===== src/hw/spi_pin_sync.sv =====
`timescale 1ns/1ps
`default_nettype none

module spi_pin_sync (
  input  wire  clk,
  input  wire  rst_n,
  input  wire  sck,
  input  wire  cs_n,
  input  wire  copi,
  output logic sck_rise,
  output logic sck_fall,
  output logic cs_active,
  output logic copi_s,
  output logic frame_start,
  output logic frame_end
);

  // Stage 0 and 1 form the synchronizer, stage 2 is the history flop
  logic [2:0] sck_r;
  logic [2:0] cs_r;
  logic [2:0] copi_r;

  always_ff @(posedge clk) begin
    if (!rst_n) begin
      sck_r  <= 3'b000;
      // Chip select idles inactive so no frame starts out of reset
      cs_r   <= 3'b111;
      copi_r <= 3'b000;
    end else begin
      sck_r  <= {sck_r[1:0], sck};
      cs_r   <= {cs_r[1:0], cs_n};
      copi_r <= {copi_r[1:0], copi};
    end
  end

  // Edges from the two oldest stages
  assign sck_rise    = (sck_r[2:1] == 2'b01);
  assign sck_fall    = (sck_r[2:1] == 2'b10);
  // Chip select is active low on the pin
  assign cs_active   = ~cs_r[1];
  assign frame_start = (cs_r[2:1] == 2'b10);
  assign frame_end   = (cs_r[2:1] == 2'b01);
  // COPI settled half an SCK period before the rise, so the oldest stage is safe
  assign copi_s      = copi_r[2];

endmodule

`default_nettype wire


===== config.mk =====
export PLATFORM = sky130hd
export DESIGN_NAME = spi_pin_sync
export DESIGN_NICKNAME = d
export VERILOG_FILES = /design/src/hw/spi_pin_sync.sv
export SDC_FILE = /design/constraint.sdc
export NUM_CORES = 1
export LEC_CHECK = 0
export BUFFER_PORTS_ARGS = -buffer_cell sky130_fd_sc_hd__buf_2
export CORE_AREA = 2 2 39 41
export DETAILED_ROUTE_END_ITERATION = 10
export DIE_AREA = 0 0 41 43
export GPL_ROUTABILITY_DRIVEN = 1
export GPL_TIMING_DRIVEN = 0
export SLEW_MARGIN = 20
export SYNTH_ARGS = -nofsm -noshare
export SYNTH_HDL_FRONTEND = slang
export SYNTH_SLANG_ARGS = --single-unit

===== constraint.sdc =====
create_clock -name clk -period 1.3 [get_ports clk]
set_clock_uncertainty 0.2 [all_clocks]
set_input_delay 0.26 -clock clk [delete_from_list [all_inputs] [get_ports clk]]
set_output_delay 0.26 -clock clk [all_outputs]
set_load 0.02 [all_outputs]

== Word-level counts from Yosys, hierarchy flattened ==
Cells that the tools add are included.

* Register bits: 9
* Bits in latches: 0
* Memory bits (writable): 0
* ROM bits: 0
* Input port bits: 5
* Output and inout bits: 6
* Logic and storage cells: 8
* Memories: 0

* Add/sub/neg operators: 0
* $mul: 0
* Div/mod/pow operators: 0
* Order comparisons: 0
* Equality and inequality tests: 4
* Shift-type cells: 0
* Muxes and demuxes: 0
* Bitwise logic cells: 1
* Reductions and logical operators: 0

{| class="wikitable"
|+ Operators with widths
! kind !! number
|-
| 2-bit by 1-bit == test with 1-bit output, second input constant || 2
|-
| 2-bit == test, second input constant || 2
|-
| 1-bit inverter || 1
|}

== Longest topological paths before layout ==
* Depth after elaboration: 1
* Gate-level depth with buffers: 1
* Depth with buffers taken out: 1

== Worst setup path after synthesis ==
Ideal clock, no wire load.

* Path type: register -> output
* Start: register cs_r[1]
* End: output frame_end
* Arrival: 0.671 ns
* Data required time: 0.840 ns
* Setup slack: 0.169 ns
* Cell stages (with the launch flop): 2
* Path buffers: 0
* Cells stage by stage: dfxtp_1 > nor2b_1

* Cells in the longest elaborated chain, start to end: 1

{| class="wikitable"
|+ RTL lines
! what !! RTL line !! source
|-
| start: declaration || 20 || <nowiki>logic [2:0] cs_r;</nowiki>
|-
| start signal: assignment || 31 || <nowiki>cs_r <= {cs_r[1:0], cs_n};</nowiki>
|-
| 2-bit by 1-bit == test with 1-bit output || 42 || <nowiki>assign frame_end = (cs_r[2:1] == 2'b01);</nowiki>
|-
| end: declaration || 15 || <nowiki>output logic frame_end</nowiki>
|}

No other way between the ends.

== Final worst setup path ==
Same ends and word-level chain as after synthesis.

==> results.toml <==
[synthesis]
synth.area.mux_share_pct = 0
yosys.area.top_type = "dfxtp_1"
yosys_register_bits = 9
yosysMostFrequentCell = "dfxtp_1"
yosys_warnings = 0
synth.avg_cell_area_sq_um = 11.5
synthXorXnorAreaFrac_pct = 0
synth_top_family_by_area = "simple AND/OR/NAND/NOR gates"
ys_top_cells_by_area = "dfxtp_1 (68%), and2_1 (14%), nor2b_1 (9.4%)"
async_flop_share_pct = 0
synth-simple-area-share_pct = 30.7
synth_fa_ha_area_share_pct = 0
synth-edff-count = 0
synth_top_cell_area_share_pct = 67.9
synth_ff_type = "dfxtp_1"
yosysUniqueCellTypes = 5
synth_cells = 23
synth_nets = 28
synth-compound-area-share_pct = 0
yosys-top-cells-count = "dfxtp_1 (9), and2_1 (6), nor2b_1 (4)"
yosysSeqAreaShare_pct = 67.9
synth.cell_area_sq_um = 265

[clock_tree]
cts_tree = "built"
ctsLongestPathBuffers = 2
postCtsSetupRepairBufs = 0
numCtsBuffers = 3
cts.sinks = 9
clk_latency_ns = 0.25
clockRootBuffer = "clkbuf_4"
htreeDepth = 1
path_clk_slew_ns = 0.06

[floorplan]
dieArea_sq_um = 1760
initial_core_util_pct = 19.2
core_area_sq_um = 1380
rows = 14
io_pins = 11
die_w_um = 41
die_height_um = 43

[setup_path]
crit_fanout = 4
worstSetupStartpoint = "cs_r[1]"
cp.arrival_ns = 0.85
critical_path_class = "reg -> out"
crit_path_end_kind = "output pin"
cp-start-kind = "flip-flop"
crit_required_ns = 0.84
rr_startpoint = "cs_r[1]"
reg2reg_depth = 1
rrSetupSlack_ns = 0.53

[outcome]
violations = "setup timing"
outcome = "finished, violations left"

[global_route]
grt_first_pass_wirelength_um = 517
track_usage_pct = 5.26
grt_max_degree = 10
grt_pass1_vias = 147
grt_overflow = 0
antenna_found_initial = 0

[cells_and_area]
final_area_sq_um = 387
n_antenna_cell = 0
area_growth_syn_to_layout_pct = 45.8
nNetsFinal = 44
drive_gt1_share_pct = 44.7
fin_cells = 54

[min_path]
hold_class = "in -> reg"
hold_depth = 2
min_from = "copi"

[routing]
first_pass_iters = 2
wl_um = 329
wl_per_cell_um = 6.09
viasPerCell = 3.46
drtIter0Drc = 1
vias = 187
ant_nets = 0
drcViolationCount = 0

[timing]
worstMarginPinSlew_ns = 0.129
finalHoldViolCount = 0
maxSlewViolCount = 0
fin_ws_ns = -0.0135
fmax_ghz = 0.761
relSlewSlack_pct = 91.4
finalSetupViolCount = 2
period_needed_ns = 1.31
rsz0062_at_grt = "yes"
period_share_pct = 101

[pwr]
pwr_density_cell_nw_per_um2 = 1370
ir_worst_vdd_uv = 670
power.leakage_nw = 0.184

[placement]
place_ws_ns = 0.206
dp_cells = 49
portBuffers = 10
gp_congestion = 0.509
place_area_sq_um = 335

[job]
drv_cap = 0
-- registers in the layout, summed over array words and instances (netlist names) --
register and flops:
sck_r 3, cs_r 3, copi_r 3
-- layer usage --
metal,share of wire (%),routed length (um),vias up,track usage (%)
li1,-,-,98,-
met1,40,132,77,4.61
met2,43,140,12,6.25
met3,17,56,0,7.85
met4,0,0,0,2.00
met5,0,0,-,0
-- critical path: stages, from the launching register on --
cell	delay [ns]
dfxtp_2	0.34
nor2b_1	0.12
buf_4	0.14
-- worst paths after layout --
kind	endpoint
worst max-delay path	frame_end
worst min-delay path	copi_r[0]
worst max register to register	cs_r[2]
worst min register to register	cs_r[1]
-- report_power, final --
group | switching, W | internal [W] | total, W
clock network | 0.0000847 | 0.000117 | 0.000202
logic | 0.0000168 | 0.0000198 | 0.0000366
registers | 0.00000325 | 0.000288 | 0.000291
total | 0.000105 | 0.000425 | 0.000530
-- logic make-up after synthesis --
| group | count (synthesis) |
|---|---|
| flip-flops | 9 |
| buffers and inverters | 1 |
| AND/OR/NAND/NOR | 13 |
-- stage by stage --
step           utilization (%)  power (W)  hold slack, ns  TNS, ns
3_3_place_gp              24.2   0.000328           0.191        0
6_report                  27.9   0.000530         0.00918  -0.0155
5_1_grt                   27.9   0.000565          0.0102   -0.222
2_1_floorplan                -   0.000314           0.133        0
3_5_place_dp              24.2   0.000329           0.196        0
4_1_cts                   27.9   0.000540         0.00101  -0.0588
-- what timing repair did --
item / CTS / global route
hold endpoints to repair: 1 / 0
resized for setup: 8 / 0
hold buffers: 1 / 0
endpoints found under the setup margin: 4 / 4
-- cells in the final DEF (no fill, tap or decap) --
master         count
nor2b_1            4
dfxtp_1            5
dlygate4sd3_1      1
dfxtp_2            4
buf_2              6
clkbuf_1           1
and2_1             6
clkbuf_4           3
nand2b_1           3
buf_4              4
inv_1              1
-- cell type report --
cell class	instances	area (sq um)
inverters	1	3.75
fillers	143	997
clock buffers	4	26.3
well taps	16	20.0
flip-flops and latches	9	185
repair buffers	11	70.1
multi-input cells	13	81.3
Power figures use the tool's default switching activity.
