<file path="src/hw/spi_link_pkg.sv">
`default_nettype none

package spi_link_pkg;

  // One SPI transfer unit, shifted MSB first on the wire
  typedef logic [7:0] spi_byte_t;

  // Bit position inside a byte
  typedef logic [2:0] bit_idx_t;

  // Bytes per host word
  // The top level passes this down as WORD_BYTES
  localparam int unsigned WORD_BYTES_DEFAULT = 8;

  // Repeated across the word when the host has nothing queued
  localparam spi_byte_t TX_FILL_BYTE = 8'hff;

  // Framer states
  // IDLE while chip select is high, ACTIVE while a frame is open
  typedef enum logic [0:0] {
    IDLE   = 1'b0,
    ACTIVE = 1'b1
  } frame_state_t;

endpackage

`default_nettype wire

</file>
<file path="src/hw/spi_mailbox.sv">
`timescale 1ns/1ps
`default_nettype none

module spi_mailbox import spi_link_pkg::*; #(
  parameter int unsigned WORD_BYTES = WORD_BYTES_DEFAULT
) (
  input  wire                      clk,
  input  wire                      rst_n,
  input  wire                      tx_load,
  input  wire  [WORD_BYTES*8-1:0]  tx_word,
  input  wire                      word_take,
  output logic [WORD_BYTES*8-1:0]  next_word,
  output logic                     tx_empty,
  output logic                     tx_underrun
);

  typedef logic [WORD_BYTES*8-1:0] word_t;

  // Fill pattern, one fill byte per word byte
  localparam word_t FILL_WORD = {WORD_BYTES{TX_FILL_BYTE}};

  // Pending host word and its valid flag
  word_t pending;
  logic  full;

  // Host writes always win
  always_ff @(posedge clk) begin
    if (tx_load) begin
      pending <= tx_word;
    end
  end

  // Occupancy
  // A load in the take cycle stays queued for the following take
  always_ff @(posedge clk) begin
    if (!rst_n) begin
      full <= 1'b0;
    end else if (tx_load) begin
      full <= 1'b1;
    end else if (word_take) begin
      full <= 1'b0;
    end
  end

  // Underrun strobe
  always_ff @(posedge clk) begin
    if (!rst_n) begin
      tx_underrun <= 1'b0;
    end else begin
      // Pulses once per take that found no word
      tx_underrun <= word_take && !full;
    end
  end

  // Answer the framer combinationally in the take cycle
  assign next_word = full ? pending : FILL_WORD;

  // Host polls this before loading
  assign tx_empty  = ~full;

endmodule

`default_nettype wire

</file>
<file path="config.mk">
export PLATFORM = sky130hd
export DESIGN_NAME = spi_mailbox
export DESIGN_NICKNAME = d
export VERILOG_FILES = /design/src/hw/spi_link_pkg.sv /design/src/hw/spi_mailbox.sv
export SDC_FILE = /design/constraint.sdc
export NUM_CORES = 1
export LEC_CHECK = 0
export BUFFER_PORTS_ARGS = -buffer_cell sky130_fd_sc_hd__buf_2
export CAP_MARGIN = 25
export CORE_MARGIN = 3
export CORE_UTILIZATION = 40
export DETAILED_ROUTE_END_ITERATION = 8
export PLACE_DENSITY = 0.76
export SYNTH_ARGS = -nofsm -noshare
export SYNTH_HDL_FRONTEND = slang
export SYNTH_SLANG_ARGS = --single-unit
</file>
<file path="constraint.sdc">
create_clock -name clk -period 0.84 [get_ports clk]
set_input_delay 0.21 -clock clk [delete_from_list [all_inputs] [get_ports clk]]
set_output_delay 0.21 -clock clk [all_outputs]
set_load 0.01 [all_outputs]
</file>
### Word level (Yosys, flattened, before mapping)

Index checks and enable logic that the tools add are counted.

* muxes and demuxes: 3
* bitwise operators: 1
* reduce and logical (&&, ||, !) cells: 3

Operators by type and width (count)
* 64-bit two-way mux: 1
* 1-bit two-way mux: 2
* 2-bit nonzero test: 1
* 1-bit logical AND: 1
* 1-bit zero test: 1
* 1-bit inverter: 1

* register bits: 66
* input bits: 68
* output and inout bits: 66
* logic and storage cells: 10

### Depth between registers and ports, before layout

* word-level depth: 2
* depth in mapped cells: 3
* mapped depth without buffers: 2

### Worst setup path after synthesis

OpenSTA, ideal clock, no wires.

* path type: register -> output
* start: reg full
* end: out next_word[20]
* data arrival time: 0.721 ns
* required time: 0.630 ns
* path slack: -0.091 ns
* stages on the path, launching flop included: 4
* buffers on the path: 2
* cell sequence: dfxtp_1 > buf_6 > clkbuf_4 > nand2b_1

* longest elaborated chain between the ends: 1

Ends and longest elaborated chain
* start: declaration: line spi_mailbox.sv:24 `logic full;`
* start signal: assignment: line spi_mailbox.sv:37 `full <= 1'b0;`
* start signal: assignment: line spi_mailbox.sv:39 `full <= 1'b1;`
* start signal: assignment: line spi_mailbox.sv:41 `full <= 1'b0;`
* 64-bit two-way mux: line spi_mailbox.sv:56 `assign next_word = full ? pending : FILL_WORD;`
* end: declaration: line spi_mailbox.sv:12 `output logic [WORD_BYTES*8-1:0] next_word,`

No other way between the ends.

### Final worst setup path

* start: reg full
* end: out next_word[26]

The elaborated chain is that of the path after synthesis.

==> flow_summary.yaml <==
clock_tree:
  root_buffer: "clkbuf_8"
  clk_latency_ns: 0.32
  clock_sinks: 66
  cts_buffers: 9
  cts_tree: "built"
  htreeDepth: 3
  cts.clk_slew.worst_paths_ns: 0.07
  clock_path_buffers: 2
logic_synthesis:
  yosysWarnings: 0
  avgSynthCellArea_um2: 17.34
  synth_area_mm2: 0.002445
  ys_types: 10
  synth-seq-cells: 66
  syn_inst: 141
  syn_nets: 209
  ys_seq_area_share_pct: 80.25
die:
  die_w_um: 84.18
  coreArea_mm2: 0.005709
  die_y_um: 84.18
  fp.dieArea_mm2: 0.007086
  start_util_pct: 42.82
  ios: 134
  rows: 27
setup_path:
  reg2reg_from: "full"
  startpoint_type: "register"
  crit_required_ns: 0.63
  end_kind: "primary output"
  arrival_ns: 1.20
  reg2reg_to: "full"
  critical_path.max_fanout: 4
  rrSetupSlack_ns: -0.15
  r2r_cells: 4
  worstSetupPathType: "reg -> out"
sta:
  timing.fmax_ghz: 0.7075
  worst_slew_pin_slew_ns: 0.1794
  timing.final.ws_setup_ns: -0.5734
  finalHoldViolCount: 0
  finClkSkew_ns: 0.0001894
  period_needed_ns: 1.413
  finalSetupViolCount: 68
  fin_crit_sh_pct: 168.3
  slew_headroom_pct: 88.04
  rsz0062_at_grt: "true"
  drv_slew: 0
detailed_routing:
  drtIter0Drc: 72
  ant_nets: 0
  firstDrtPassIters: 4
  vias: 1695
  drt-total-wl_um: 6575
  vias_per_cell: 4.581
  drcViolationCount: 0
  wl_per_cell_um: 17.77
layout:
  layout.nets: 363
  fin_util_pct: 74.40
  areaGrowthSynthToFinish_pct: 73.75
  final_area_mm2: 0.004248
  antenna_cells: 0
  drive_gt1_share_pct: 70.13
placement:
  dp_slack_ns: -0.1967
  routabilityCongestion: 0.7532
  place_area_mm2: 0.003276
  io_buffers: 133
global_route:
  grt_remaining_overflow: 0
  antenna_found_initial: 0
  grt_usage_pct: 17.93
  grt_pass1_wl_um: 9315
  grt_pass1_vias: 1808
  grt_max_degree: 35
min_path:
  hp-class: "in -> reg"
  min_from: "tx_word[27]"
  holdPathStages: 1
  min_delay_worst_endpoint: "pending[27]"
status:
  run_status: "finished, violations left"
  failed_checks: "negative setup slack"
power:
  peakVddDrop_v: 0.001418
  power_uw: 7348
  power_density_mw_per_mm2: 1730
  p_leak_uw: 0.001827
job:
  maxCapViolCount: 0
-- worst max path at each step --
stage,start,end,slack (ns),depth (start not counted)
global route,full,next_word[26],-0.63,4
global placement,full,next_word[60],-0.20,3
CTS,full,next_word[35],-0.56,4
detailed placement,full,next_word[60],-0.20,3
finish,full,next_word[26],-0.57,4
floorplan,full,next_word[20],-0.06,3
-- metrics by stage --
stage	setup TNS, ns	hold slack (ns)	cells
4_1_cts	-35.68	0.03192	369
3_3_place_gp	-12.39	0.3861	345
6_report	-35.44	0.05548	370
3_5_place_dp	-13.40	0.3881	345
2_1_floorplan	-2.428	0.3089	141
5_1_grt	-39.62	0.02378	370
-- critical path, stage by stage (launching register included) --
cell       delay [ns]
dfxtp_4          0.38
buf_6            0.14
clkbuf_16        0.16
nand2b_1         0.05
buf_2            0.14
-- final cells by class --
class / count / area [um2]
Clock buffer: 10 / 127.6
Tap cell: 72 / 90.09
Inverter: 1 / 8.758
Multi-Input combinational cell: 67 / 755.7
Sequential cell: 66 / 1966
Fill cell: 345 / 1461
Timing Repair Buffer: 150 / 1279
Clock inverter: 4 / 21.27
-- state kept, by name, indices dropped and copies added, names as in the netlist --
signal / flops
tx_underrun: 1
full: 1
pending: 64
-- layout by cell type, fill, tap and decap left out, types with 2 or more instances in the layout --
master and n:
buf_2 89, edfxtp_1 64, buf_6 48, nand2b_4 43
nand2b_1 21, clkbuf_8 9, buf_16 6, buf_12 4
clkinv_2 2
-- metal layers --
layer / global-route usage, % / wire (um) / up-vias
met5: 0 / 0 / -
met4: 10.82 / 231 / 0
met3: 5.005 / 438 / 14
met2: 31.99 / 3783 / 92
met1: 18.59 / 2122 / 791
li1: - / - / 798
-- Yosys cell counts --
| cell type | instances | area share, % |
|---|---|---|
| nor2b_4 | 1 | 0.56 |
| inv_1 | 1 | 0.15 |
| buf_6 | 1 | 0.46 |
| buf_2 | 2 | 0.41 |
| dfxtp_1 | 2 | 1.6 |
| and3_1 | 1 | 0.26 |
| clkbuf_4 | 4 | 1.2 |
| o21a_1 | 1 | 0.31 |
| edfxtp_1 | 64 | 79 |
| nand2b_1 | 64 | 16 |
-- timing repair --
action | in CTS | in global routing
hold buffers | 0 | 0
setup buffers | 5 | 0
cloned | 6 | 1
setup endpoints to repair | 68 | 68
resized for setup | 36 | 69
-- where the power goes --
| group | switching (uW) | internal [uW] |
|---|---|---|
| clock | 1050 | 1020 |
| sequential | 75.8 | 3900 |
| combinational | 519 | 792 |
-- cells by family after synthesis --
group,after synthesis,synth area share [%]
AO/OA/AOI/OAI,1,0.3072
AND/OR/NAND/NOR,66,17.20
buffers and inverters,8,2.252
flip-flops,66,80.25
(Power assumes the default switching activity.)
