File: src/hw/spi_link_pkg.sv
`default_nettype none

package spi_link_pkg;

  // One SPI transfer unit, shifted MSB first on the wire
  typedef logic [7:0] spi_byte_t;

  // Bit position inside a byte
  typedef logic [2:0] bit_idx_t;

  // Bytes per host word
  // The top level passes this down as WORD_BYTES
  localparam int unsigned WORD_BYTES_DEFAULT = 8;

  // Repeated across the word when the host has nothing queued
  localparam spi_byte_t TX_FILL_BYTE = 8'hff;

  // Framer states
  // IDLE while chip select is high, ACTIVE while a frame is open
  typedef enum logic [0:0] {
    IDLE   = 1'b0,
    ACTIVE = 1'b1
  } frame_state_t;

endpackage

`default_nettype wire

File: src/hw/spi_byte_engine.sv
`timescale 1ns/1ps
`default_nettype none

module spi_byte_engine import spi_link_pkg::*; (
  input  wire        clk,
  input  wire        rst_n,
  input  wire        sck_rise,
  input  wire        sck_fall,
  input  wire        cs_active,
  input  wire        copi_s,
  input  spi_byte_t  tx_byte,
  output spi_byte_t  rx_byte,
  output logic       rx_byte_valid,
  output logic       cipo_bit
);

  // Receive position counts up, first bit is the MSB
  bit_idx_t rx_cnt;
  // Transmit position counts down from bit 7
  bit_idx_t tx_cnt;

  localparam bit_idx_t RX_START = 3'd0;
  localparam bit_idx_t TX_START = 3'd7;
  localparam bit_idx_t RX_LAST  = 3'd7;

  // Receive bit counter and byte strobe
  always_ff @(posedge clk) begin
    if (!rst_n) begin
      rx_cnt        <= RX_START;
      rx_byte_valid <= 1'b0;
    end else begin
      // Strobe lasts a single cycle
      rx_byte_valid <= 1'b0;
      if (!cs_active) begin
        // Drop any partial byte between frames
        rx_cnt <= RX_START;
      end else if (sck_rise) begin
        // Wraps back to 0 after the eighth bit
        rx_cnt        <= rx_cnt + 3'd1;
        rx_byte_valid <= (rx_cnt == RX_LAST);
      end
    end
  end

  // Receive shift register
  always_ff @(posedge clk) begin
    if (cs_active && sck_rise) begin
      // Mode 0 samples on the rising edge, MSB arrives first
      rx_byte <= {rx_byte[6:0], copi_s};
    end
  end

  // Transmit bit counter
  always_ff @(posedge clk) begin
    if (!rst_n) begin
      tx_cnt <= TX_START;
    end else if (!cs_active) begin
      // Bit 7 is on the line as soon as the frame opens
      tx_cnt <= TX_START;
    end else if (sck_fall) begin
      // Rolls over to 7 on the eighth fall, ready for the next byte
      tx_cnt <= tx_cnt - 3'd1;
    end
  end

  // Controller samples on the rise, so the bit changes after each fall
  assign cipo_bit = tx_byte[tx_cnt];

endmodule

`default_nettype wire

File: config.mk
export PLATFORM = sky130hd
export DESIGN_NAME = spi_byte_engine
export DESIGN_NICKNAME = d
export VERILOG_FILES = /design/src/hw/spi_link_pkg.sv /design/src/hw/spi_byte_engine.sv
export SDC_FILE = /design/constraint.sdc
export NUM_CORES = 1
export LEC_CHECK = 0
export ABC_AREA = 1
export BUFFER_PORTS_ARGS = -buffer_cell sky130_fd_sc_hd__buf_2
export CAP_MARGIN = 10
export CORE_MARGIN = 1
export CORE_UTILIZATION = 41
export CTS_CLUSTER_SIZE = 10
export DETAILED_ROUTE_END_ITERATION = 7
export PLACE_DENSITY_LB_ADDON = 0.2
export SLEW_MARGIN = 25
export SYNTH_ARGS = -nofsm -noshare
export SYNTH_HDL_FRONTEND = slang
export SYNTH_SLANG_ARGS = --single-unit
File: constraint.sdc
create_clock -name clk -period 0.9 [get_ports clk]
set_input_delay 0.18 -clock clk [delete_from_list [all_inputs] [get_ports clk]]
set_output_delay 0.18 -clock clk [all_outputs]
set_load 0.05 [all_outputs]
# --- Word level (Yosys, flattened, before mapping) ---
# Index checks and enable logic that the tools add are counted.
totals:
  register_bits: 15
  word_cells: 13
op_classes:
  add_sub_neg: 2
  magnitude_cmp: 1
  eq_ne: 1
  muxes: 2
  reduce_logical: 3
ops:
  columns: ["operator", "n"]
  rows:
  - ["$lt 3x4->1 const B", 1]
  - ["$add 3x1->3 const B", 1]
  - ["$bmux 1 s3", 1]
  - ["$eq 3x3->1 const B", 1]
  - ["$reduce_and 3->1", 1]
  - ["$sub 3x1->3 const B", 1]
  - ["$reduce_and 2->1", 1]
  - ["$logic_and 1x1->1", 1]
  - ["$mux 1", 1]

# --- Logic depth before layout (Yosys ltp) ---
# Gate-level depths: netlist of the first run.
logic_depth:
  depth_word: 2
  ltp_mapped: 6

# --- Least setup slack after synthesis of the first run ---
# Ideal clock, no wire load.
synth_path:
  kind: "register -> output"
  startpoint: "register tx_cnt[0]"
  endpoint: "output cipo_bit"
  arrival_time_ns: 1.019
  required_time_ns: 0.720
  setup_slack_ns: -0.299
  path_stages_with_launch: 7
  n_path_buf: 0
  cell_sequence: "dfxtp_1 -> inv_2 -> nand2_1 -> nand3_1 -> nand2_1 -> nand2_1 -> nand2_1"
synth_between:
  elab_chain_len: 2
synth_lines:
  columns: ["element", "line", "text"]
  rows:
  - ["start: declaration", "spi_byte_engine.sv:20", "bit_idx_t tx_cnt;"]
  - ["start signal: assignment", "spi_byte_engine.sv:62", "tx_cnt <= tx_cnt - 3'd1;"]
  - ["$bmux 1 s3", "spi_byte_engine.sv:67", "assign cipo_bit = tx_byte[tx_cnt];"]
  - ["$mux 1 (not written as such)", "spi_byte_engine.sv:67", null]
  - ["end: declaration", "spi_byte_engine.sv:14", "output logic cipo_bit"]
# Every way passes these cells. The select of a mux whose other input is x is not followed.

# --- Final worst setup path of the first run ---
# Same ends and word-level chain as after synthesis.

==> results.md, run 1 <==
* Most frequent cell after synthesis: nand2_1
* Worst R2R Start: tx_cnt[0]
* Mapped cell area at 637 um^2
* Internal power at 1020 uW
* Cts bufs inserted at 3
* Max frequency at 726 MHz
* Unrepaired setup endpoints after global routing: yes
* Yosys top cell area share at about 38%
* PwrDens at 1340 nW/um^2
* RR Endpoint: tx_cnt[1]
* Worst skew pair latency at 0.28 ns
* Final period util at 153%
* Seq pwr share at 55.1%
* Max-cap violations at 0
* Root Driver: clkbuf_4
* Vias in the first global route at 542
* R2R cell count at 4
* H-tree depth at 1
* Grt ovf at 0
* Nets at 125
* GRT Resource Usage Total at 16.9%
* Routed vias/inst at 4.70
* Ys flop type: edfxtp_1
* Post-synth EDFFs at 8
* DRT Pass-1 Iters at 4
* Clk slew on worst S/H paths at 0.08 ns
* Post-synthesis area per instance at 9.10 um^2
* Status: complete, but fails checks
* Hold slack at around 0.073 ns
* Final ANT Viol Nets at 0
* R2r setup slk at -0.12 ns
* Failing checks: setup timing
* P_leak at slightly above 0.0005 uW
* Largest net degree at the start of global routing at 9
* Seq/Total Area, Yosys at 59.7%
* Final Skew at 0.00323 ns
* Setup ws final at -0.477 ns
* Hold crit path type: input pin to flop
* Worst EP required at 0.72 ns
* Die area at 1710 um^2
* Clock Tree Buf Depth at 2
* DP HPWL at 1.01 mm
* Switching pwr at 357 uW
* GP Congestion at between 0.7 and 0.8
* Vias at approximately 570
* Syn Nets at 87
* Rows at 13
* Critical Path Sink: cipo_bit
* CTS tree: built
* IO buf count at 23
* Die height at between 40 and 50 um
* WL/cell at 10.6 um
* Comb power frac at 18.2%
* Switch share at 25.9%
* Peak VDD IR at 1080 uV
* Layout cell share with drive strength beyond 1 at 47.7%
* Fill cells at 109
* Cell taking the most area after synthesis: edfxtp_1
* Setup violators final at 13
* Starting density of the core at 46.6%
* Synth warnings at 0
* Top cells by area, synth: edfxtp_1, dfxtp_1, nand2_1
* CP Max Fanout at 7
* Asr flop ratio synth at 0%
* First-pass GRT wire length at around 2.2 mm
* Distinct cell type count after synthesis at 13
* Fin. Hold Viols at 0
* Fin. max-slew vios at 0
* Clock sinks at 15
* Design Power at 1380 uW
* Antenna violations before repair at 0
* CP arrival at approximately 1.2 ns
* Mapped Cells at 70
* Synthesis-stage register bit count at 15
* Crit path time final at 1.38 ns
* DRT iter0 DRCs at 15
* DRC at 0
* Synth top cells by count: nand2_1, inv_1, edfxtp_1
* Rel. slew slack at 78.0%
* Die X at 41.4 um
* Critical path class: flop to output port
* N_diodes at 0
* Startpoint Class: flop
* Clk network pwr share at approximately a quarter
* Core Area at about 1400 um^2
* I/O pins at 24
* Layout area overhead at 61.3%
* Least-Margin Pin Slew at 0.329 ns
* CP endpoint kind: output port
* Worst setup path start: tx_cnt[0]
* Final WL at 1.29 mm
## worst min path at each step
stage                       from  slack [ns]         end  depth (start not counted)
final                     copi_s        0.07  rx_byte[0]                          1
after global routing      copi_s        0.05  rx_byte[0]                          1
after CTS                 copi_s        0.06  rx_byte[0]                          1
after detailed placement  copi_s        0.36  rx_byte[0]                          1
after global placement    copi_s        0.36  rx_byte[0]                          1
after floorplan           copi_s        0.28  rx_byte[0]                          0
## worst max-delay path, cell delays in order (launching register included)
cell     delay, ns
dfxtp_4       0.39
inv_4         0.05
nand2_1       0.05
nand3_1       0.07
nand2_1       0.09
nand2_2       0.06
nand2_4       0.07
buf_8         0.13
## final cells by class
| cell class | instances | area [um^2] | share of cell area [%] |
|---|---|---|---|
| clock buffer | 4 | 26.3 | 2.56 |
| inverter | 15 | 58.8 | 5.72 |
| tap | 15 | 18.8 | 1.83 |
| multi-input combinational | 40 | 263 | 25.6 |
| sequential | 15 | 389 | 37.9 |
| timing repair buffer | 33 | 272 | 26.4 |
## flip-flops by register name, summed over array words and instances (netlist names)
register       count
tx_cnt             3
rx_cnt             3
rx_byte_valid      1
rx_byte            8
## metrics by stage
stage               setup WS [ns]  std cells  TNS (ns)  utilization, %  area (um^2)
floorplan                 -0.0571         70    -0.270               -          681
global placement           -0.232        113    -0.517            62.4          852
detailed placement         -0.271        113    -0.661            62.4          852
CTS                        -0.483        120     -1.99            72.2          986
global route               -0.552        122     -2.49            75.2         1030
finish                     -0.477        122     -1.86            75.2         1030
## power groups by stage
stage | clock, uW | sequential (uW) | combinational (uW)
2_1_floorplan | 0 | 817 | 81.6
3_3_place_gp | 0 | 771 | 196
3_5_place_dp | 0 | 774 | 203
4_1_cts | 385 | 760 | 242
5_1_grt | 428 | 763 | 272
6_report | 369 | 760 | 252
## layer usage
metal	GRT usage, %	up-vias	part of all wire (%)
met1	19.4	253	41
met4	13.5	0	3.7
met3	3.48	7	5.3
met5	0	-	0
met2	26.9	22	50
li1	-	291	-
## cell families after synthesis
group,share of synthesized area (%)
flops,59.7
xor+xnor,1.38
buf+inv,8.84
simple gates,19.8
fa+ha+maj,5.89
compound gates,4.32
## layout by cell type (no fill, tap or decap)
master / instances
ha_4: 3
clkbuf_1: 1
inv_1: 14
dfxtp_4: 1
dfxtp_2: 4
nand2_2: 3
dfxtp_1: 2
xnor2_2: 1
o211ai_1: 1
nor2_1: 2
o21ai_0: 1
buf_8: 2
a21oi_1: 3
inv_4: 1
buf_4: 7
edfxtp_1: 8
nand3_2: 1
buf_6: 11
nand2_1: 19
buf_2: 13
nand3_1: 5
nand2_4: 1
clkbuf_4: 3
## repair_timing
item                                   in CTS  in global routing
hold buffers                                0                  0
gates resized for setup                    25                  6
setup endpoints to repair                  13                 14
endpoints found under the hold margin       0                  0
setup buffers                               4                  3
cloned                                      0                  0
pin swaps                                   1                  5
(Power assumes the default switching activity.)
==> inputs of run 2 (changes only) <==
--- a/config.mk
+++ b/config.mk
@@ -17,3 +17,4 @@
 export SYNTH_ARGS = -nofsm -noshare
 export SYNTH_HDL_FRONTEND = slang
 export SYNTH_SLANG_ARGS = --single-unit
+export TNS_END_PERCENT = 10
==> results.md, run 2 (synthesis gave the netlist of run 1 again) <==
* N_diodes at 0 (unchanged)
* CP Max Fanout at 4 (was 7)
* Worst EP required at 0.72 ns (about the same)
* Die height at 41.4 um (unchanged)
* Clock sinks at 15 (unchanged)
* CP endpoint kind: output port (unchanged)
* Core Area at 1370 um^2 (unchanged)
* Unrepaired setup endpoints after global routing: yes (unchanged)
* Rows at 13 (unchanged)
* Vias in the first global route at 523 (was 542)
* Biggest register: rx_byte (unchanged)
* Clock Tree Buf Depth at 2 (unchanged)
* Fin. Hold Viols at 0 (unchanged)
* Cts bufs inserted at 3 (unchanged)
* Crit path time final at 1.38 ns (about the same)
* Antenna violations before repair at 0 (unchanged)
* Largest register FFs at 8 (unchanged)
* Nets at 121 (was 125)
* Placed Area at 827 um^2 (was 852 um^2)
* Design Area, Final at 1010 um^2 (was 1030 um^2)
* Layout cell share with drive strength beyond 1 at 51.5% (was 47.7%)
* P_leak at 0.000493 uW (was 0.000514 uW)
* Final ANT Viol Nets at 0 (unchanged)
* Max-cap violations at 0 (unchanged)
* Hold path cells at 1 (unchanged)
* PwrDens at 1370 nW/um^2 (was 1340 nW/um^2)
* Status: complete, but fails checks (unchanged)
* DRT iter0 DRCs at 7 (was 15)
* TNS Setup at -2.09 ns (was -1.86 ns)
* IO buf count at 23 (unchanged)
* First-pass GRT wire length at 2.13 mm (was 2.16 mm)
* Final WL at 1.36 mm (was 1.29 mm)
* CP max stage cell: dfxtp_1 (was dfxtp_4)
* Critical path class: flop to output port (unchanged)
* Final period util at 154% (was 153%)
* Die area at 1710 um^2 (unchanged)
* Design Power at 1380 uW (about the same)
* Startpoint Class: flop (unchanged)
* Hold crit path type: input pin to flop (unchanged)
* Least-Margin Pin Slew at 0.303 ns (was 0.329 ns)
* Clk slew on worst S/H paths at 0.08 ns (about the same)
* Most frequent cells in the layout: nand2_1, inv_1, buf_2 (unchanged)
* Grt ovf at 0 (unchanged)
* Fin. max-slew vios at 0 (unchanged)
* Top flop regs: rx_byte x8, rx_cnt x3, tx_cnt x3 (unchanged)
* Root Driver: clkbuf_4 (unchanged)
* H-tree depth at 1 (unchanged)
* Peak VDD IR at 1290 uV (was 1080 uV)
* Final std cells w/o fill at 118 (was 122)
* CP arrival at 1.20 ns (about the same)
* DP HPWL at 877 um (was 1.01 mm)
* Final Skew at 0.000740 ns (was 0.00323 ns)
* GRT Resource Usage Total at 16.9% (about the same)
* DRC at 0 (unchanged)
* R2R cell count at 5 (was 4)
* CTS tree: built (unchanged)
* Setup violators final at 13 (unchanged)
* Util after Layout at 73.8% (was 75.2%)
* Layout area overhead at 58.4% (was 61.3%)
* CP Cell Sequence: inv_1 > nand3_1 > nand2_1 > nand2_2 > nand2_4 > buf_8 (was inv_4 > nand2_1 > nand3_1 > nand2_1 > nand2_2 > nand2_4 > buf_8)
* Hold buffers post-CTS at 0 (unchanged)
* I/O pins at 24 (unchanged)
* Starting density of the core at 46.6% (unchanged)
* Setup ws final at -0.485 ns (was -0.477 ns)
* Post-Place Cells at 113 (unchanged)
* Largest stage delay on the critical path at 0.41 ns (was 0.39 ns)
* Largest net degree at the start of global routing at 9 (unchanged)
* Routed vias/inst at 4.83 (was 4.70)
* Max frequency at 722 MHz (was 726 MHz)
* Vias at 570 (was 573)
* DRT Pass-1 Iters at 4 (unchanged)
* Worst skew pair latency at 0.27 ns (was 0.28 ns)
* Failing checks: setup timing (unchanged)
* Rel. slew slack at 79.8% (was 78.0%)
* WL/cell at 11.6 um (was 10.6 um)
* Die X at 41.4 um (unchanged)
* GP Congestion at 0.794 (was 0.782)
run 2: cell count changes in the layout (fill, tap and decap cells not counted), sizes merged:
cell	change
buf	-4
run 2: power breakdown:
part / switching (uW) / internal [uW]
logic: 145 / 103
clock network: 199 / 172
registers: 19.5 / 742
run 2: metal layers:
layer	GRT usage (%)	vias up	wire length [um]	share of wire [%]
met5	0	-	0	0
met2	30.0	25	721	53
met4	11.6	0	37	2.7
met3	4.78	4	85	6.2
li1	-	289	-	-
met1	16.7	252	521	38
run 2: cell type report:
type                    count  area [um^2]
inverters                  15         58.8
repair buffers             29          234
clock buffers               4         26.3
flip-flops and latches     15          388
fillers                   100          358
multi-input cells          40          283
well taps                  15         18.8
run 2: path summary, 6_finish.rpt:
check	slack, ns	endpoint	startpoint
max	-0.48	cipo_bit	tx_cnt[1]
min	0.08	rx_byte[0]	copi_s
max reg2reg	-0.21	tx_cnt[1]	tx_cnt[0]
min reg2reg	0.48	rx_byte[7]	rx_byte[6]
run 2: repair_timing:
action,CTS,global route
gates resized for setup,29,10
pin swaps,8,3
setup endpoints to repair,13,15
buffers inserted,1,0
run 2: critical path, delay by kind of cell, from the launching register on:
family | cells | cell delay (ns)
buffers and inverters | 2 | 0.24
and+or+nand+nor | 4 | 0.27
DFF | 1 | 0.41
run 2: through the flow:
stage,setup WS (ns),hold WS [ns]
CTS,-0.470,0.0698
global placement,-0.238,0.357
global route,-0.550,0.0641
detailed placement,-0.257,0.367
floorplan,-0.0571,0.279
finish,-0.485,0.0763
