===== config.mk =====
export PLATFORM = sky130hd
export DESIGN_NAME = spi_word_framer
export DESIGN_NICKNAME = d
export VERILOG_FILES = /design/src/hw/spi_link_pkg.sv /design/src/hw/spi_word_framer.sv
export SDC_FILE = /design/constraint.sdc
export NUM_CORES = 1
export LEC_CHECK = 0
export BUFFER_PORTS_ARGS = -buffer_cell sky130_fd_sc_hd__buf_4
export CAP_MARGIN = 20
export CORE_AREA = 4 4 92 181
export CTS_BUF_LIST = sky130_fd_sc_hd__clkbuf_4 sky130_fd_sc_hd__clkbuf_8 sky130_fd_sc_hd__clkbuf_16
export DETAILED_ROUTE_END_ITERATION = 16
export DIE_AREA = 0 0 96 185
export HOLD_SLACK_MARGIN = 0.06
export PLACE_DENSITY = 0.72
export RECOVER_POWER = 50
export SYNTH_ARGS = -nofsm -noshare
export SYNTH_HDL_FRONTEND = slang
export SYNTH_SLANG_ARGS = --single-unit

===== constraint.sdc =====
create_clock -name clk -period 5.2 [get_ports clk]
set_clock_uncertainty 0.05 [all_clocks]
set_input_delay 0 -clock clk [delete_from_list [all_inputs] [get_ports clk]]
set_output_delay 0 -clock clk [all_outputs]
set_load 0.1 [all_outputs]

===== src/hw/spi_link_pkg.sv =====
`default_nettype none

package spi_link_pkg;

  // One SPI transfer unit, shifted MSB first on the wire
  typedef logic [7:0] spi_byte_t;

  // Bit position inside a byte
  typedef logic [2:0] bit_idx_t;

  // Bytes per host word
  // The top level passes this down as WORD_BYTES
  localparam int unsigned WORD_BYTES_DEFAULT = 8;

  // Repeated across the word when the host has nothing queued
  localparam spi_byte_t TX_FILL_BYTE = 8'hff;

  // Framer states
  // IDLE while chip select is high, ACTIVE while a frame is open
  typedef enum logic [0:0] {
    IDLE   = 1'b0,
    ACTIVE = 1'b1
  } frame_state_t;

endpackage

`default_nettype wire


===== src/hw/spi_word_framer.sv =====
`timescale 1ns/1ps
`default_nettype none

module spi_word_framer import spi_link_pkg::*; #(
  parameter int unsigned WORD_BYTES = WORD_BYTES_DEFAULT
) (
  input  wire                      clk,
  input  wire                      rst_n,
  input  wire                      frame_start,
  input  wire                      frame_end,
  input  spi_byte_t                rx_byte,
  input  wire                      rx_byte_valid,
  input  wire  [WORD_BYTES*8-1:0]  next_word,
  output spi_byte_t                tx_byte,
  output logic                     word_take,
  output logic [WORD_BYTES*8-1:0]  rx_word,
  output logic                     rx_valid
);

  // Byte index needs at least one bit even for tiny words
  localparam int unsigned IDX_W = (WORD_BYTES > 1) ? $clog2(WORD_BYTES) : 1;
  localparam logic [IDX_W-1:0] LAST_IDX = IDX_W'(WORD_BYTES - 1);

  typedef logic [WORD_BYTES*8-1:0] word_t;

  frame_state_t     state;
  logic [IDX_W-1:0] byte_idx;
  // Delayed take after the last byte of a word
  logic             take_r;
  // Partial word being assembled
  word_t            rx_shadow;
  word_t            rx_next;
  // Word currently being shifted out
  word_t            tx_word_r;
  logic             last_byte;

  // Current byte merged into the shadow at its little-endian slot
  always_comb begin
    rx_next = rx_shadow;
    rx_next[byte_idx*8 +: 8] = rx_byte;
  end

  assign last_byte = (state == ACTIVE) && rx_byte_valid && (byte_idx == LAST_IDX);

  // Frame tracking and byte counting
  always_ff @(posedge clk) begin
    if (!rst_n) begin
      state    <= IDLE;
      byte_idx <= '0;
      take_r   <= 1'b0;
      rx_valid <= 1'b0;
    end else begin
      take_r   <= 1'b0;
      rx_valid <= 1'b0;
      if (frame_end) begin
        // Abort discards the alignment silently
        state    <= IDLE;
        byte_idx <= '0;
      end else if (frame_start) begin
        state    <= ACTIVE;
        byte_idx <= '0;
      end else if ((state == ACTIVE) && rx_byte_valid) begin
        if (last_byte) begin
          byte_idx <= '0;
          take_r   <= 1'b1;
          rx_valid <= 1'b1;
        end else begin
          byte_idx <= byte_idx + 1'b1;
        end
      end
    end
  end

  // Receive assembly and word hand-off
  always_ff @(posedge clk) begin
    if ((state == ACTIVE) && rx_byte_valid) begin
      rx_shadow <= rx_next;
    end
    if (last_byte) begin
      rx_word <= rx_next;
    end
  end

  // One take per frame opening and one per completed word
  assign word_take = frame_start | take_r;

  // Mailbox answers in the same cycle
  always_ff @(posedge clk) begin
    if (word_take) begin
      tx_word_r <= next_word;
    end
  end

  // LSB first across the word
  assign tx_byte = tx_word_r[byte_idx*8 +: 8];

endmodule

`default_nettype wire


; Word-level counts from Yosys, hierarchy flattened
; Index checks and enable logic that the tools add are counted.
[op_classes]
add_sub_neg = 2
n_eq_ne = 1
n_shift = 3
mux = 3
bitwise_logic = 3
reduce_logical = 5
[ops]
columns = cell, n
row1 = $bwmux 64, 1
row2 = $shift 8x34->64 const A, 1
row3 = $shiftx 64x7->8, 1
row4 = $shiftx 8x34->64, 1
row5 = $neg 6->34, 1
row6 = $reduce_or 4->1, 1
row7 = $add 3x1->3 const B, 1
row8 = $eq 3x3->1 const B, 1
row9 = $mux 3, 1
row10 = $reduce_or 3->1, 1
row11 = $logic_and 1x1->1, 2
row12 = $not 1->1, 2
row13 = $reduce_or 2->1, 1
row14 = $mux 1, 1
row15 = $or 1x1->1, 1
[word_totals]
ff_bits = 197
input_bits = 77
out_inout_bits = 74
wordCells = 23

; Longest topological paths before layout
; Gate-level depths: netlist of the first run.
[depth]
depth_word = 3
mapped_depth = 10
depth_no_buf = 6

; Worst setup path before layout of the first run
; OpenSTA, ideal clock, no wires.
[synth_path]
kind = register to register
start = reg take_r
end = reg tx_word_r[0], enable pin
setup_ns = 0.412
t_arrival_ns = 2.257
required_ns = 4.738
path_slack_ns = 2.481
path_stages_with_launch = 2
path_buffers = 0
period_less_slack_ns = 2.719
path_cell_list = dfxtp_1 or2_2
[synth_between]
elab_chain_len = 1
[synth_rtl]
columns = element, line_no
row1 = from (decl), spi_word_framer.sv:29  ; logic take_r;
row2 = from (signal assigned), spi_word_framer.sv:50  ; take_r <= 1'b0;
row3 = from (signal assigned), spi_word_framer.sv:53  ; take_r <= 1'b0;
row4 = from (signal assigned), spi_word_framer.sv:65  ; take_r <= 1'b1;
row5 = $or 1x1->1, spi_word_framer.sv:85  ; assign word_take = frame_start | take_r;
row6 = net word_take, spi_word_framer.sv:15  ; output logic word_take,
row7 = to (signal assigned), spi_word_framer.sv:90  ; tx_word_r <= next_word;
row8 = to (decl), spi_word_framer.sv:34  ; word_t tx_word_r;
; The timed path passes the listed nets, and every way through them passes these cells.
; A chain may end at the register's enable or synchronous reset.

; Worst setup path in the final report of the first run
[layout_path]
start = reg take_r
end = out word_take
[layout_between]
elab_chain_len = 1
[layout_rtl]
columns = element, line_no
row1 = $or 1x1->1, spi_word_framer.sv:85
row2 = to (decl), spi_word_framer.sv:15
; Every way passes these cells.

==> flow_summary.ini, run 1 <==
[cts]
cts-root-buf = clkbuf_16
clkTransAtPathRegs_ps = 80
cts.sinks = 197
clockBufferDepth = 2
cts_tree = yes
htreeDepth = 4
post_cts_resized = 0
cts-buffers-inserted = 17
clkLatencyLatePin_ps = 420
cts_setup_buffers = 0

[final_layout]
fin_nets = 730
area_growth_pct = 32.19
diodes = 0
most-common-layout-cells = edfxtp_1, dlygate4sd3_1, clkbuf_1
final_common_cell = edfxtp_1
final_util_pct = 64.94
drive_gt1_share_pct = 26.93

[grt]
busiest_layer = met2
grtUsageMet1_pct = 20.87
gr-total-overflow = 0
grt_pass1_vias = 4674
grt_max_degree = 66
grt.met2_usage_pct = 34.31
grt_pass1_wl_microns = 24530
grtUsageMet3_pct = 4.553
track_usage_pct = 18.85
antenna_found_initial = 0

[status]
violations = max-capacitance violations, max-slew violations
status = finished, violations left

[timing]
fin_setup_tns_ps = 0
fin_crit_ps = 3905
worst_pin_slew_ps = 3500
whs_ps = 257.5
maxSlewViolCount = 131
finalWorstSetupSlack_ps = 1295
period_share_pct = 75.10
relSlewSlack_pct = -133.3
fmax_mhz = 256.1
rsz0062_at_grt = false
hold_violations = 0
setup_violations = 0

[logic_synthesis]
syn_area_per_cell_sq_um = 18.15
yosysWarnings = 0
syn_nets = 496
synthArstFlopShare_pct = 0
synthFlopType = edfxtp_1
synth_edf_count = 192
synth_seq_cells = 197
yosysTopAreaCellShare_pct = 76.74
yosysTopAreaCell = edfxtp_1
yosysSeqAreaShare_pct = 78.07
synth_cell_type_count = 36
synth.cell_area_sq_mm = 0.007513
synth_area_leaders = edfxtp_1, mux2_2, mux4_2
synthCells = 414

[routing]
routed_via_density = 5.071
num_vias = 4356
first_pass_iters = 5
ant_nets = 0
wl_per_cell_microns = 18.30
drt_wl_total_microns = 15720
drc = 0
drt-initial-drc-count = 241

[floorplan]
io_pins = 151
die_y_microns = 185
core-area_sq_mm = 0.01529
start_util_pct = 49.12
die_x_microns = 96
die-area_sq_mm = 0.01776
std_cell_rows = 64

[placed_design]
portBuffers = 150
place_ws_ps = 1969
hpwl_microns = 10230
place_congestion = 0.7600

[setup_path]
path_class = reg2out
worst_setup_path_end_kind = output pin
cp-start-kind = flop
crit_fanout = 65
cp.required_ps = 5150
worstPathArrival_ps = 3850

[power]
finalPower_uw = 3289
peakVddDrop_mv = 0.3480
leakagePower_uw = 0.003363
powerDensity_mw_per_mm2 = 331.1

[hold_path]
hp-class = in2reg

[flow_run]
cap_viol_max_count = 2
## critical path, stage by stage (launching register included)
cell and delay, ps:
dfxtp_1 360, or2_2 110, clkbuf_1 2330, buf_4 610
## Yosys cell counts, types with 2 or more instances
master,instances
edfxtp_1,192
nand2_1,65
mux2_2,32
o21ai_0,24
mux4_2,16
and2_1,8
and3_1,7
clkbuf_1,7
nor2_1,6
o21ai_1,6
buf_2,5
dfxtp_1,5
ha_1,5
inv_1,5
buf_6,3
nand4b_1,3
a21oi_1,2
nand2_2,2
nand4bb_1,2
o2111ai_2,2
o21ai_2,2
## cell type report
class | instances | area, sq um
well taps | 198 | 247.7
clock inverters | 15 | 175.2
clock buffers | 17 | 425.4
repair buffers | 232 | 1678
inverters | 6 | 22.52
multi-input cells | 194 | 1518
flip-flops and latches | 197 | 5866
fillers | 1131 | 5363
## path summary, 6_finish.rpt
kind                           startpoint  slack (ps)                 endpoint  depth (start not counted)
hold / removal               next_word[8]         260   tx_word_r[8]$_DFFE_PP_                          2
setup / recovery        take_r$_SDFF_PP0_        1300                word_take                          3
setup reg to reg       state$_SDFFE_PP0P_        1580  rx_shadow[28]$_DFFE_PP_                          3
hold reg to reg   rx_shadow[61]$_DFFE_PP_         510    rx_word[61]$_DFFE_PP_                          2
## repair_timing
action,CTS,global route
setup endpoints to repair,0,0
endpoints found under the hold margin,128,0
hold buffers,78,0
## power by group
group	internal [uW]	total [uW]	switching, uW
combinational	100	197	97.1
sequential	1790	1800	13.0
clock	654	1290	639
total	2540	3290	749
## per-stage QoR
step           area [sq um]  std cells
2_1_floorplan          7513        414
4_1_cts               10190        859
3_3_place_gp           8810        749
6_report               9932        859
3_5_place_dp           8810        749
5_1_grt                9932        859
## registers in the layout, indices dropped and copies added (netlist names)
signal,flops
state,1
rx_shadow,64
rx_word,64
tx_word_r,64
take_r,1
byte_idx,3
## cells by family after synthesis
logic type      after synthesis  share of synthesized area, %
flops                       197                         78.07
simple gates                103                         6.711
mux                          49                         9.725
compound gates               37                         2.931
buf+inv                      23                         1.732
fa+ha+maj                     5                        0.8326
## routing by layer
layer	vias to the layer above	wire, microns
met4	0	310
met3	19	935
met2	165	8989
li1	2065	-
met5	-	0
met1	2107	5486
Power figures use the tool's default switching activity.
==> run 2: changes to the inputs <==
- ABC_AREA: default -> 1
- CORE_AREA: 4 4 92 181 -> 4 4 94 185
- DIE_AREA: 0 0 96 185 -> 0 0 98 189
- clock period: 5.2 -> 3.9 ns (I/O delays scaled with it)
==> run 2 against run 1 <==
Against the previous run: the run still ends with max-capacitance violations, max-slew violations left; final area rose by 2.9%; non-clock buffer count up 1; worst hold slack got worse by 2.8 ps; count of clock-buffer cells in the layout unchanged; sequential power increased by 34%; first-iteration DRC count grew 100%; die area is 4.3% higher; global-route usage rose by 1.6 points; worst setup slack worse by 660 ps; core utilization down 1.5 points; cell count is 21% higher; critical path depth rose by 6.
==> flow_summary.ini, run 2 <==
[cts]
htreeDepth = 4
post_cts_resized = 0
cts_tree = yes
cts.sinks = 197
clockBufferDepth = 2
cts-root-buf = clkbuf_16
cts-buffers-inserted = 17
hold_buffers = 77
clkLatencyLatePin_ps = 430
clkTransAtPathRegs_ps = 70
cts_setup_buffers = 0

[routing]
ant_nets = 0
wl_per_cell_microns = 17.87
drt_wl_total_microns = 18640
num_vias = 5437
drc = 0
drt-initial-drc-count = 489
routed_via_density = 5.213
first_pass_iters = 8

[placed_design]
dp.cells = 932
portBuffers = 150
place_congestion = 0.8072
hpwl_microns = 11020

[final_layout]
most-common-layout-cells = edfxtp_1, nand2_1, dlygate4sd3_1
multi_input_area_sq_mm = 0.001707
reg_top3 = rx_shadow: 64 flops, rx_word: 64 flops, tx_word_r: 64 flops
fin_nets = 906
area_growth_pct = 30.16
drive_gt1_share_pct = 17.32
final_util_pct = 63.44
final_common_cell = edfxtp_1
regArea_sq_mm = 0.005866
n_fill_cell = 1228
final_cells = 1043

[power]
peakVddDrop_mv = 0.3863
powerDensity_mw_per_mm2 = 432.3
leakagePower_uw = 0.003753

[floorplan]
die_x_microns = 98
start_util_pct = 48.74
io_pins = 151
core-area_sq_mm = 0.01610
die_y_microns = 189
std_cell_rows = 66
die-area_sq_mm = 0.01852

[setup_path]
reg2reg_depth = 9
worst_setup_path_end_kind = flop
crit_fanout = 34
path_cells = inv_2 > ha_1 > ha_1 > buf_4 > inv_2 > nor2_4 > nand4_4 > nand2_1 > o21ai_2
path_class = reg2reg
cp.required_ps = 4030
cpMaxStageDelayCell = dfxtp_1
crit-reg2reg-launch = byte_idx[1]$_SDFFE_PP0P_
r2r-end = rx_shadow[38]$_DFFE_PP_
worstPathArrival_ps = 3390
crit_path_max_incr_delay_ps = 700
r2r_slack_ps = 640
cp-start-kind = flop

[grt]
grt_pass1_wl_microns = 29370
track_usage_pct = 20.44
grt_max_degree = 65
grt_pass1_vias = 5572
antenna_found_initial = 2
gr-total-overflow = 0

[logic_synthesis]
syn_area_per_cell_sq_um = 13.13
synth_common_cells = edfxtp_1, nand2_1, nor2_1
synth_cell_type_count = 32
yosysTopAreaCellShare_pct = 73.46
synth_area_leaders = edfxtp_1, nand2_1, nor2_1
yosysMostFrequentCell = edfxtp_1
synthCells = 598
syn_nets = 680
synth_seq_cells = 197
yosysSeqAreaShare_pct = 74.73
synth_edf_count = 192
synthFlopType = edfxtp_1
yosysTopAreaCell = edfxtp_1
synthArstFlopShare_pct = 0
synth.cell_area_sq_mm = 0.007849
yosysWarnings = 0

[timing]
relSlewSlack_pct = -26.90
rsz0062_at_grt = false
fmax_mhz = 306.7
maxSlewViolCount = 30
worst_pin_slew_ps = 1903
hold_violations = 0
setup_violations = 0
period_share_pct = 83.60
fin_crit_ps = 3260
fin_setup_tns_ps = 0

[flow_run]
cap_viol_max_count = 1

[status]
violations = max-capacitance violations, max-slew violations
status = finished, violations left

[hold_path]
hp-class = in2reg
whs_path_depth = 2
holdCritStartpoint = next_word[58]
min_to = tx_word_r[58]$_DFFE_PP_
## run 2: layer usage
layer	up-vias	global-route usage, %	part of all wire [%]
met3	46	4.462	5.9
met5	-	0	0
met4	0	8.587	3.2
met1	2575	26.45	41
li1	2578	-	-
met2	238	33.35	50
## run 2: where the power goes
part / internal, uW / switching [uW] / leakage, uW
Combinational: 131 / 177 / 0.00165
Sequential: 2390 / 19.1 / 0.00182
Clock: 898 / 803 / 0.000275
## run 2: cell families (layout without fill, tap and decap cells)
family | count (synthesis) | count (layout) | synth area share (%)
AOI/OAI and AO/OA | 107 | 107 | 8.098
adders and majority gates | 5 | 5 | 0.7971
buffers and inverters | 64 | 303 | 3.619
DFF | 197 | 197 | 74.73
other | 0 | 2 | 0
and+or+nand+nor | 225 | 225 | 12.75
## run 2: critical path: cells and delay by family, from the launching register on
| kind | cells | cell delay, ps |
|---|---|---|
| adders and majority gates | 2 | 560 |
| buffers and inverters | 3 | 880 |
| and+or+nand+nor | 3 | 720 |
| DFF | 1 | 700 |
| AOI/OAI and AO/OA | 1 | 80 |
## run 2: stage by stage
step	setup slack, ps	hold slack (ps)	power [uW]	area [sq um]
detailed placement	665.9	129.2	2697	9145
finish	639.6	254.7	4416	10220
floorplan	978.7	48.87	2590	7851
CTS	666.7	219.3	4435	10490
global placement	784.1	128.4	2692	9145
global route	401.3	246.6	4562	10220
## run 2: how the worst max path moves through the flow
stage	startpoint	to	slack, ps	depth (start not counted)
floorplan	byte_idx[1]$_SDFFE_PP0P_	rx_word[0]$_DFFE_PP_	980	4
global placement	byte_idx[1]$_SDFFE_PP0P_	rx_shadow[33]$_DFFE_PP_	780	9
detailed placement	byte_idx[1]$_SDFFE_PP0P_	rx_word[38]$_DFFE_PP_	670	9
CTS	byte_idx[1]$_SDFFE_PP0P_	rx_shadow[38]$_DFFE_PP_	670	9
global route	byte_idx[1]$_SDFFE_PP0P_	rx_shadow[33]$_DFFE_PP_	400	9
finish	byte_idx[1]$_SDFFE_PP0P_	rx_shadow[38]$_DFFE_PP_	640	9
## run 2: area by class of cell
cell class	count	area share, %
Sequential cell	197	57.42
Multi-Input combinational cell	337	16.71
Timing Repair Buffer	233	16.30
Clock buffer	17	4.164
Tap cell	204	2.498
Clock inverter	15	1.445
Inverter	38	1.421
Antenna cell	2	0.04899
==> run 3: changes to the inputs <==
- clock period: 3.9 -> 3.3 ns (I/O delays scaled with it)
==> run 3 against run 2 <==
Against the previous run: the flow still finishes with violations (max-capacitance violations, max-slew violations); sequential power up 18%; count of clock-buffer cells in the layout unchanged; via count down 1.4%; global-route usage down 0.40 points; highest routed layer unchanged.
==> flow_summary.ini, run 3 (same netlist as run 2, synthesis figures left out) <==
[grt]
track_usage_pct = 20.04
grt_pass1_wl_microns = 28670
grt_pass1_vias = 5313
antenna_found_initial = 4
grt_max_degree = 66
gr-total-overflow = 0

[floorplan]
die-area_sq_mm = 0.01852
die_y_microns = 189
io_pins = 151
std_cell_rows = 66
start_util_pct = 48.74
core-area_sq_mm = 0.01610
die_x_microns = 98

[cts]
cts_tree = yes
cts-root-buf = clkbuf_16
clkTransAtPathRegs_ps = 70
clkLatencyLatePin_ps = 430
htreeDepth = 4
clockBufferDepth = 2
cts-buffers-inserted = 17
cts.sinks = 197
cts_setup_buffers = 0

[power]
leakagePower_uw = 0.003801
powerDensity_mw_per_mm2 = 506.7
peakVddDrop_mv = 0.3999

[final_layout]
fin_nets = 910
final_common_cell = edfxtp_1
drive_gt1_share_pct = 18.55
reg_top3 = rx_shadow: 64 flops, rx_word: 64 flops, tx_word_r: 64 flops
area_growth_pct = 30.99
most-common-layout-cells = edfxtp_1, nand2_1, dlygate4sd3_1

[timing]
worst_pin_slew_ps = 1533
finalWorstSetupSlack_ps = 592.0
maxSlewViolCount = 66
setup_violations = 0
hold_violations = 0
fin_setup_tns_ps = 0
fin_crit_ps = 2708
fmax_mhz = 369.3
relSlewSlack_pct = -2.201
period_share_pct = 82.06
rsz0062_at_grt = false

[routing]
first_pass_iters = 5
num_vias = 5361
drc = 0
drt_wl_total_microns = 18190
routed_via_density = 5.111
drt-initial-drc-count = 449
ant_nets = 0
wl_per_cell_microns = 17.34

[setup_path]
r2r_slack_ps = 590
reg2reg_depth = 9
r2r-end = rx_shadow[36]$_DFFE_PP_
cpMaxStageDelayCell = dfxtp_1
path_class = reg2reg
path_cells = inv_2 > ha_1 > ha_1 > buf_4 > inv_2 > nor2_4 > nand4_4 > nand2_1 > o21ai_2
cp-start-kind = flop
worst_setup_path_end_kind = flop
cpLargestDelayFamily = buffers and inverters
crit-reg2reg-launch = byte_idx[1]$_SDFFE_PP0P_
worstPathArrival_ps = 2830
crit_path_max_incr_delay_ps = 340
cp.required_ps = 3420
crit_fanout = 34
critPathBufInv = 3

[hold_path]
holdCritStartpoint = next_word[58]
hp-class = in2reg
whs_path_depth = 2
min_to = tx_word_r[58]$_DFFE_PP_

[placed_design]
place_ws_ps = 613.3
hpwl_microns = 11030
place_congestion = 0.7953
portBuffers = 150

[status]
status = finished, violations left
violations = max-capacitance violations, max-slew violations

[flow_run]
cap_viol_max_count = 1
[run 3: layer usage]
metal	vias up	GRT usage (%)	wire (microns)	share of wire, %
li1	2588	-	-	-
met1	2508	26.58	7490	41
met2	227	32.14	9049	50
met3	38	4.757	1127	6.2
met4	0	7.573	519	2.9
met5	-	0	0	0
[run 3: worst max-delay path by stage]
stage / to / depth (start not counted) / start
after floorplan: rx_word[0]$_DFFE_PP_ / 4 / byte_idx[1]$_SDFFE_PP0P_
after global placement: rx_word[32]$_DFFE_PP_ / 9 / byte_idx[1]$_SDFFE_PP0P_
after detailed placement: rx_shadow[33]$_DFFE_PP_ / 9 / byte_idx[1]$_SDFFE_PP0P_
after CTS: rx_shadow[36]$_DFFE_PP_ / 9 / byte_idx[1]$_SDFFE_PP0P_
after global routing: rx_shadow[38]$_DFFE_PP_ / 9 / byte_idx[1]$_SDFFE_PP0P_
final: rx_shadow[36]$_DFFE_PP_ / 9 / byte_idx[1]$_SDFFE_PP0P_
[run 3: cell type report]
cell class              count  area, sq um
diodes                      4        10.01
clock buffers              17        425.4
clock inverters            15        142.6
fillers                  1218         5822
inverters                  38        145.1
multi-input cells         337         1707
flip-flops and latches    197         5866
well taps                 204        255.2
repair buffers            237         1730
[run 3: power breakdown]
group | internal, uW | switching (uW) | total [uW]
Sequential | 2820 | 21.0 | 2840
Combinational | 159 | 207 | 366
Clock | 1060 | 941 | 2000
Total | 4040 | 1170 | 5210
[run 3: through the flow]
step	hold slack, ps	cell area (sq um)	instances	total power [uW]	utilization [%]
floorplan	48.87	7851	598	3061	-
global placement	127.9	9180	935	3178	57.01
detailed placement	129.5	9180	935	3185	57.01
CTS	215.6	10530	1045	5220	65.38
global route	247.4	10280	1049	5371	63.85
finish	252.0	10280	1049	5209	63.85
[run 3: what timing repair did]
| item | CTS | global route |
|---|---|---|
| hold buffers | 78 | 0 |
| hold endpoints to repair | 85 | 0 |
| resized for setup | 0 | 0 |
